`config.mk`:
```
export PLATFORM = sky130hd
export DESIGN_NAME = fetch_top
export DESIGN_NICKNAME = d
export VERILOG_FILES = /design/src/fetch_pkg.sv /design/src/ibuf_if.sv /design/src/instr_buffer.sv /design/src/fetch_pointer.sv /design/src/byte_rotator.sv /design/src/fetch_top.sv
export SDC_FILE = /design/constraint.sdc
export NUM_CORES = 2
export LEC_CHECK = 0
export ABC_AREA = 1
export BUFFER_PORTS_ARGS = -buffer_cell sky130_fd_sc_hd__buf_2
export CORE_MARGIN = 2
export CORE_UTILIZATION = 50
export CTS_CLUSTER_DIAMETER = 30
export DETAILED_ROUTE_END_ITERATION = 16
export PLACE_DENSITY = 0.74
export SLEW_MARGIN = 10
export SYNTH_ARGS = -nofsm -noshare
export SYNTH_HDL_FRONTEND = slang
export SYNTH_HIERARCHICAL = 1
export SYNTH_SLANG_ARGS = --single-unit
```
`constraint.sdc`:
```
create_clock -name clk -period 10.38 [get_ports clk]
set_input_delay 1.038 -clock clk [delete_from_list [all_inputs] [get_ports clk]]
set_output_delay 1.038 -clock clk [all_outputs]
set_load 0.005 [all_outputs]
```
`src/fetch_pkg.sv`:
```
package fetch_pkg;

    //////////////////////////////////////////////////////////////////////
    // buffer geometry
    //////////////////////////////////////////////////////////////////////

    localparam int num_lines     = 4;
    localparam int line_bytes    = 16;
    localparam int line_bits     = line_bytes * 8;
    localparam int buf_bytes     = num_lines * line_bytes;
    localparam int bip_bits      = 6;
    localparam int line_idx_bits = 2;

    // decode side
    localparam int len_bits = 8;
    localparam int max_len  = 16;

    //////////////////////////////////////////////////////////////////////
    // byte pointer
    //////////////////////////////////////////////////////////////////////

    // line index on top, byte within the line below
    typedef struct packed {
        logic [line_idx_bits-1:0]          line;
        logic [bip_bits-line_idx_bits-1:0] offset;
    } bip_split_t;

    // raw for add and rotate, split for valid check and release
    typedef union packed {
        logic [bip_bits-1:0] raw;
        bip_split_t          split;
    } bip_t;

endpackage

```
`src/ibuf_if.sv`:
```
`timescale 1ns/1ps

interface ibuf_if import fetch_pkg::*; ();

    // line 0 sits in the low 128 bits
    logic [num_lines-1:0][line_bits-1:0] lines;
    logic [num_lines-1:0]                line_valid;

    // back from fetch
    logic                     release_strobe;
    logic [line_idx_bits-1:0] release_line;
    logic                     flush;

    modport buffer (
        output lines,
        output line_valid,
        input  release_strobe,
        input  release_line,
        input  flush
    );

    modport fetch (
        input  line_valid,
        output release_strobe,
        output release_line,
        output flush
    );

    // rotator only reads the bytes
    modport window (
        input  lines
    );

endinterface

```
`src/instr_buffer.sv`:
```
`timescale 1ns/1ps

module instr_buffer import fetch_pkg::*; (
    input  logic                     clk,
    input  logic                     reset,

    // fill side
    input  logic                     fill_strobe,
    input  logic [line_idx_bits-1:0] fill_line,
    input  logic [line_bits-1:0]     fill_data,

    ibuf_if.buffer                   bus
);

    //////////////////////////////////////////////////////////////////////
    // one-hot line selects
    //////////////////////////////////////////////////////////////////////

    logic [num_lines-1:0] fill_hit;
    logic [num_lines-1:0] release_hit;

    always_comb begin
        fill_hit = '0;
        if (fill_strobe) begin
            fill_hit[fill_line] = 1'b1;
        end
    end

    always_comb begin
        release_hit = '0;
        if (bus.release_strobe) begin
            release_hit[bus.release_line] = 1'b1;
        end
    end

    //////////////////////////////////////////////////////////////////////
    // per-line storage and valid
    //////////////////////////////////////////////////////////////////////

    logic [num_lines-1:0][line_bits-1:0] line_q;
    logic [num_lines-1:0]                valid_q;
    logic [num_lines-1:0]                valid_d;

    for (genvar i = 0; i < num_lines; i++) begin : g_line

        // fill beats flush, flush beats release
        always_comb begin
            if (fill_hit[i]) begin
                valid_d[i] = 1'b1;
            end else if (bus.flush) begin
                valid_d[i] = 1'b0;
            end else if (release_hit[i]) begin
                valid_d[i] = 1'b0;
            end else begin
                valid_d[i] = valid_q[i];
            end
        end

        always_ff @(posedge clk) begin
            if (reset) begin
                valid_q[i] <= 1'b0;
            end else begin
                valid_q[i] <= valid_d[i];
            end
        end

        // bytes only change on a fill
        always_ff @(posedge clk) begin
            if (fill_hit[i]) begin
                line_q[i] <= fill_data;
            end
        end

    end

    //////////////////////////////////////////////////////////////////////
    // to fetch and rotator
    //////////////////////////////////////////////////////////////////////

    assign bus.lines      = line_q;
    assign bus.line_valid = valid_q;

endmodule

```
`src/fetch_pointer.sv`:
```
`timescale 1ns/1ps

module fetch_pointer import fetch_pkg::*; (
    input  logic                clk,
    input  logic                reset,

    // decode
    input  logic [len_bits-1:0] length,
    input  logic                stall,

    // control flow sources, highest priority first
    input  bip_t                init_bip,
    input  logic                is_init,
    input  bip_t                wb_bip,
    input  logic                is_resteer,
    input  bip_t                bp_bip,
    input  logic                is_branch_taken,

    ibuf_if.fetch               bus,

    output bip_t                bip,
    output logic                packet_valid,
    output bip_t                new_bip
);

    //////////////////////////////////////////////////////////////////////
    // control flow select
    //////////////////////////////////////////////////////////////////////

    logic is_cf;
    bip_t cf_target;

    assign is_cf = is_init | is_resteer | is_branch_taken;

    always_comb begin
        if (is_init) begin
            cf_target = init_bip;
        end else if (is_resteer) begin
            cf_target = wb_bip;
        end else begin
            cf_target = bp_bip;
        end
    end

    //////////////////////////////////////////////////////////////////////
    // length adder and window check
    //////////////////////////////////////////////////////////////////////

    logic [line_idx_bits-1:0] next_line;
    logic                     advance;

    // wraps modulo 64
    assign new_bip.raw = bip_bits'({{(len_bits-bip_bits){1'b0}}, bip.raw} + length);

    // window spans the current line and the one after it
    assign next_line    = bip.split.line + line_idx_bits'(1);
    assign packet_valid = bus.line_valid[bip.split.line] & bus.line_valid[next_line];

    assign advance = packet_valid & ~stall & ~is_cf;

    //////////////////////////////////////////////////////////////////////
    // BIP register
    //////////////////////////////////////////////////////////////////////

    always_ff @(posedge clk) begin
        if (reset) begin
            bip.raw <= '0;
        end else if (is_cf) begin
            bip <= cf_target;
        end else if (advance) begin
            bip <= new_bip;
        end
    end

    // old line is freed once the pointer moves past it
    assign bus.release_strobe = advance & (new_bip.split.line != bip.split.line);
    assign bus.release_line   = bip.split.line;
    assign bus.flush          = is_cf;

endmodule

```
`src/byte_rotator.sv`:
```
`timescale 1ns/1ps

module byte_rotator import fetch_pkg::*; (
    ibuf_if.window               bus,
    input  bip_t                 bip,
    output logic [line_bits-1:0] packet
);

    //////////////////////////////////////////////////////////////////////
    // log rotator, one stage per pointer bit
    //////////////////////////////////////////////////////////////////////

    // stage 0 is the raw buffer, byte 0 of line 0 in bits 7:0
    logic [buf_bytes*8-1:0] stage [bip_bits+1];

    assign stage[0] = bus.lines;

    for (genvar s = 0; s < bip_bits; s++) begin : g_stage
        for (genvar j = 0; j < buf_bytes; j++) begin : g_byte

            // byte j pulls from byte j + 2^s when this bit is set
            localparam int src = (j + (1 << s)) % buf_bytes;

            assign stage[s+1][8*j +: 8] = bip.raw[s] ? stage[s][8*src +: 8]
                                                     : stage[s][8*j +: 8];
        end
    end

    // low 16 bytes now start at the BIP
    assign packet = stage[bip_bits][line_bits-1:0];

endmodule

```
`src/fetch_top.sv`:
```
`timescale 1ns/1ps

module fetch_top import fetch_pkg::*; (
    input  logic                     clk,
    input  logic                     reset,

    // fill side
    input  logic                     fill_strobe,
    input  logic [line_idx_bits-1:0] fill_line,
    input  logic [line_bits-1:0]     fill_data,

    // decode
    input  logic [len_bits-1:0]      length,
    input  logic                     stall,

    // control flow
    input  logic [bip_bits-1:0]      init_bip,
    input  logic                     is_init,
    input  logic [bip_bits-1:0]      wb_bip,
    input  logic                     is_resteer,
    input  logic [bip_bits-1:0]      bp_bip,
    input  logic                     is_branch_taken,

    // to decode
    output logic [line_bits-1:0]     packet_out,
    output logic                     packet_out_valid,
    output logic [bip_bits-1:0]      old_bip,
    output logic [bip_bits-1:0]      new_bip
);

    //////////////////////////////////////////////////////////////////////
    // pointer views
    //////////////////////////////////////////////////////////////////////

    bip_t init_u;
    bip_t wb_u;
    bip_t bp_u;
    bip_t cur_u;
    bip_t next_u;

    assign init_u.raw = init_bip;
    assign wb_u.raw   = wb_bip;
    assign bp_u.raw   = bp_bip;

    assign old_bip = cur_u.raw;
    assign new_bip = next_u.raw;

    //////////////////////////////////////////////////////////////////////
    // stage
    //////////////////////////////////////////////////////////////////////

    ibuf_if ibuf ();

    instr_buffer u_instr_buffer (
        .clk         (clk),
        .reset       (reset),
        .fill_strobe (fill_strobe),
        .fill_line   (fill_line),
        .fill_data   (fill_data),
        .bus         (ibuf)
    );

    fetch_pointer u_fetch_pointer (
        .clk             (clk),
        .reset           (reset),
        .length          (length),
        .stall           (stall),
        .init_bip        (init_u),
        .is_init         (is_init),
        .wb_bip          (wb_u),
        .is_resteer      (is_resteer),
        .bp_bip          (bp_u),
        .is_branch_taken (is_branch_taken),
        .bus             (ibuf),
        .bip             (cur_u),
        .packet_valid    (packet_out_valid),
        .new_bip         (next_u)
    );

    byte_rotator u_byte_rotator (
        .bus    (ibuf),
        .bip    (cur_u),
        .packet (packet_out)
    );

endmodule

```
* Word level (Yosys, flattened, before mapping)
Cells that the tools add are included.
Storage, ports and cells: register bits 522, latch bits 0, bits in writable memories 0, bits in read-only memories 0, bits of input ports 163, output and inout bits 141, memories 0
Operators by class: add/subtract/negate cells 2, multiply operators 0, divide/modulo/power cells 0, magnitude comparators 5, eq/ne operators 1, shifts and indexed selects 0, multiplexer cells 330, bitwise operators 8, reductions and logical operators 7
Operators by type and width (number):
- 8-bit 2-to-1 mux | 304
- 6-bit 2-to-1 mux | 4
- 1-bit 2-to-1 mux | 16
- 3-bit nonzero test | 4
- 2-bit by 3-bit less-than comparator with 1-bit output (second input constant) | 3
- 4-bit 2-to-1 mux | 2
- 6-bit adder | 1
- 1-bit bitwise AND | 4
- 1-bit binary-select mux with 2-bit select | 2
- 1-bit demux with 2-bit select | 2
- 2-bit by 1-bit >= comparator with 1-bit output (second input constant) | 2
- 2-bit by 1-bit adder with 2-bit output (second input constant) | 1
- 1-bit logical AND | 2
- 2-bit inequality test | 1
- 1-bit inverter | 2
- 1-bit OR | 2
- 2-bit nonzero test | 1

* Depth between registers and ports, before layout
depth in word-level cells 11, gate-level depth with buffers 12

* By module
The synthesis kept the hierarchy.
By module, submodules not included:
- byte_rotator | instances 1, cells an instance 5791, area an instance 27069.7 um^2, seq. area each 0.0 um^2
- instr_buffer | instances 1, cells an instance 549, area an instance 15592.5 um^2, seq. area each 15454.8 um^2
- fetch_pointer | instances 1, cells an instance 128, area an instance 792.0 um^2, seq. area each 120.1 um^2

* Worst setup path after synthesis
Ideal clock, no wire load.
path kind input to register, from input fill_line[0], to register u_instr_buffer.line_q, in the netlist u_instr_buffer/bus.lines[0], enable pin, library setup time 0.481 ns, arrival time 3.668 ns, data required time 9.899 ns, path slack 6.231 ns, stages 3, path buffers 0, cell sequence inv_1 nand3_1 inv_1
On the way: longest elaborated chain between the ends 5, elaborated cells between the ends (all ways) 6, classes of those cells order compare: 2; mux: 3; reduce/logical: 1
RTL lines:
- start: declaration | RTL line fetch_top.sv:9 | input logic [line_idx_bits-1:0] fill_line,
- 2-bit by 3-bit less-than comparator with 1-bit output (implied by the code) / 2-bit by 1-bit >= comparator with 1-bit output (equally long branches) | RTL line instr_buffer.sv:25 | fill_hit[fill_line] = 1'b1;
- 1-bit logical AND (implied by the code) | RTL line instr_buffer.sv:25
- 1-bit 2-to-1 mux (implied by the code) | RTL line instr_buffer.sv:25
- 1-bit demux with 2-bit select *
- 4-bit 2-to-1 mux * | RTL line instr_buffer.sv:24 | if (fill_strobe) begin
- via u_instr_buffer.fill_hit[0] | RTL line instr_buffer.sv:19 | logic [num_lines-1:0] fill_hit;
- end signal: indexed assignment | RTL line instr_buffer.sv:70 | line_q[i] <= fill_data;
- end: declaration | RTL line instr_buffer.sv:40 | logic [num_lines-1:0][line_bits-1:0] line_q;
The timed path passes the listed nets; every way through them passes the cells marked *. A chain may end at the register's enable or synchronous reset.

* Worst setup path in the final report
from register u_fetch_pointer/bip[1] (netlist name), to output packet_out[31]
On the way: longest elaborated chain between the ends 5, elaborated cells between the ends (all ways) 31, classes of those cells mux: 31
RTL lines:
- start: declaration | RTL line fetch_pointer.sv:21 | output bip_t bip,
- start signal: assignment | RTL line fetch_pointer.sv:69 | bip <= cf_target;
- start signal: assignment | RTL line fetch_pointer.sv:71 | bip <= new_bip;
- 8-bit 2-to-1 mux (4 in a row) | RTL line byte_rotator.sv:24 | assign stage[s+1][8*j +: 8] = bip.raw[s] ? stage[s][8*src +: 8]
- 8-bit 2-to-1 mux * | RTL line byte_rotator.sv:24
- end: declaration | RTL line fetch_top.sv:25 | output logic [line_bits-1:0] packet_out,
Every way passes the cells marked *; elsewhere a longest branch is shown, timed or not.

==> metrics.md <==
| Metric | Value |
|---|---|
| Pwr Density | `203 nW/um^2` |
| Leakage power total | `0.0208 uW` |
| Die Height | `between 200 and 300 microns` |
| Fin. Hold Viols | `0` |
| FMAX | `0.160 GHz` |
| Setup Fix Bufs, Post-CTS | `0` |
| First-pass GRT wire length | `around 270 mm` |
| Measured slew at the worst slew-check pin | `~1200 ps` |
| I/O pins | `304` |
| Cell taking the most area after synthesis | `nand3_1` |
| Post-Syn Instances | `around 6500` |
| Min Clock Period, post-route | `roughly 6200 ps` |
| DP Worst Slack | `approximately 5100 ps` |
| Full die area | `roughly 89000 sq um` |
| Total power | `between 9000 and 10000 uW` |
| Row Count | `around 110` |
| Slowest Stage Delay on Critical Path | `slightly below 900 ps` |
| CP endpoint kind | `output port` |
| Delay-heaviest family, CP | `buffers and inverters` |
| Worst Path Max Fanout | `79` |
| CTS clk-pin slew, worst paths | `approximately 50 ps` |
| Core ar. | `slightly below 90000 sq um` |
| Yosys reg bits | `~520` |
| CTS Buffer Depth | `3` |
| Grt ovf | `0` |
| CTS sink count | `roughly 520` |
| Fin worst setup slack | `between 4000 and 5000 ps` |
| Root Driver | `clkbuf_16` |
| CP Class | `reg -> out` |
| VDD IR max | `about 0.00016 V` |
| Cts repair resizes | `0` |
| Chip Width | `between 200 and 300 microns` |
| Hold buffer count at CTS | `0` |
| CP most frequent cell | `nand3_1` |
| RSZ-0062 raised after global routing | `false` |
| Unique masters post-synth | `29` |
| Post-DRT Antenna Nets | `0` |
| Syn avg cell area | `around 6.7 sq um` |
| Vias per cell | `between 6 and 7` |
| Cells after DPL | `7428` |
| Post-Layout Cell Count | `~7700` |
| DRC Markers | `0` |
| Clock Skew | `6.35 ps` |
| Worst path bufs/invs | `4` |
| Outcome | `completed` |
| Num CTS Buffers | `144` |
| GP Congestion | `roughly 0.98` |
| Tot GR Track Use | `between 30% and 40%` |
| Most common cell after layout, fill and taps aside | `nand3_1` |
| Layout cells sized above 1 | `under 10%` |
| YS warnings | `6` |
| Slew headroom | `between 10% and 20%` |
| Nets | `~6600` |
| Largest net degree at the start of global routing | `290` |
| Vias | `about 51000` |
| Slowest-stage cell, CP | `dfxtp_4` |
| Setup TNS | `0 ps` |
| Starting Density | `approximately half` |
| Hold crit path type | `in -> reg` |
| Initial antenna violation count | `21` |
| Fin crit share | `between 60 and 70%` |
| Post-DP HPWL | `roughly 120 mm` |
| Iteration-0 DRC Markers | `approximately 9800` |
| Post-Route WL | `around 180 mm` |
| Synth area leaders | `nand3_1 (42%), edfxtp_1 (35%), nand2_1 (15%)` |
| Data arrival, critical path | `approximately 5200 ps` |
| Port Buffers | `around 300` |
| H-Tree Depth | `4` |
| DR WL/cell | `23.5 microns` |
| Finish-stage setup viols | `0` |
| Latest clock arrival within the worst-skew pair | `roughly 740 ps` |
| Worst EP required | `approximately 9300 ps` |
| Max-slew violations | `0` |
| Register area share after synthesis | `a little over a third` |
| 1st-pass router iterations | `10` |
| CTS tree | `done` |
| Syn_nets | `~6600` |
| Most frequent cells in the layout | `nand3_1 (3605), nand2_1 (1710), edfxtp_1 (512)` |
| Crit path cell chain | `buf_4 > buf_4 > buf_4 > nand3_1 > nand3_1 > nand3_1 > nand3_1 > nand2_1 > nand2_1 > nand2_1 > buf_2` |
| Max cap viols | `0` |
| Mapped cell area | `~43000 sq um` |
| Yosys top cell area share | `about two fifths` |
| Area Overhead vs Synth | `12.7%` |
| Vias in the first global route | `between 40000 and 50000` |
| Crit start category | `register` |
per-stage QoR:
stage / hold WS (ps) / util (%) / cell area, sq um
finish: 532 / 56.7 / 49000
global route: 522 / 56.6 / 49000
CTS: 504 / 56.6 / 49000
detailed placement: 520 / 50.9 / 44000
global placement: 520 / 50.9 / 44000
floorplan: 474 / - / 43500
synth_stat cells:
| library cell | count |
|---|---|
| clkinv_4 | 1 |
| nand2_1 | 1710 |
| buf_1 | 105 |
| and2_1 | 2 |
| xnor3_2 | 1 |
| nand2_2 | 1 |
| nand2_4 | 3 |
| fa_1 | 1 |
| o211ai_1 | 4 |
| ha_1 | 5 |
| o21ai_0 | 6 |
| buf_6 | 52 |
| nand3_1 | 3605 |
| buf_8 | 3 |
| inv_2 | 4 |
| buf_12 | 1 |
| dfxtp_1 | 10 |
| clkbuf_1 | 101 |
| xnor2_1 | 2 |
| inv_6 | 1 |
| a21oi_1 | 11 |
| buf_4 | 28 |
| nand3b_1 | 3 |
| xor2_1 | 1 |
| buf_2 | 251 |
| nor2_1 | 16 |
| edfxtp_1 | 512 |
| nor2_4 | 1 |
| inv_1 | 27 |
sequential cells by signal, summed over array words and instances (netlist names):
register	flops
u_fetch_pointer/bip	6
u_instr_buffer/bus.line_valid	4
u_instr_buffer/bus.lines	512
layer usage:
layer,vias to the layer above,wire (microns),global-route usage [%]
met3,584,24800,9.33
met4,14,9010,18.6
met1,23400,70200,54.5
met5,-,97,0
met2,4058,77400,56.8
li1,23100,-,-
cell families (layout without fill, tap and decap cells):
family | Yosys count | after routing | share of synthesized area [%]
DFF | 522 | 522 | 35.8
adders and majority gates | 6 | 6 | 0.190
xor gates and xnor gates | 4 | 4 | 0.115
other | 0 | 13 | 0
and+or+nand+nor | 5341 | 5341 | 56.6
buffers and inverters | 574 | 645 | 6.96
AOI/OAI and AO/OA | 21 | 21 | 0.265
report_power, final:
group,switching [uW],total (uW),internal (uW)
logic,2070,2900,833
registers,93.3,2530,2440
clock network,1450,4510,3050
total,3620,9940,6330
worst paths after layout:
kind                                                 start  slack, ps                                             to  depth (start not counted)
max reg2reg            u_fetch_pointer/bip[3]$_SDFFE_PP0P_       7020  u_instr_buffer/bus.line_valid[2]$_SDFFE_PP0P_                          9
max                    u_fetch_pointer/bip[1]$_SDFFE_PP0P_       4140                                 packet_out[31]                         11
min reg2reg  u_instr_buffer/bus.line_valid[3]$_SDFFE_PP0P_        540  u_instr_buffer/bus.line_valid[3]$_SDFFE_PP0P_                          4
min                                          fill_data[47]        530        u_instr_buffer/bus.lines[303]$_DFFE_PP_                          1
layout make-up:
type / count / area, sq um
fillers: 8453 / 37500
multi-input cells: 5372 / 24900
flip-flops and latches: 522 / 15600
clock buffers: 162 / 3670
repair buffers: 346 / 1920
well taps: 1155 / 1450
clock inverters: 104 / 1280
inverters: 33 / 198
diodes: 13 / 32.5
worst reg2reg max path, cell delays in order (launching register included):
cell     delay [ps]
dfxtp_4         840
buf_12          630
ha_1            650
a21oi_1         190
nand2_1         110
xnor3_2         220
a21oi_1         320
nand3_1         120
nand2_1          90
a21oi_1          60
Power figures use the tool's default switching activity.
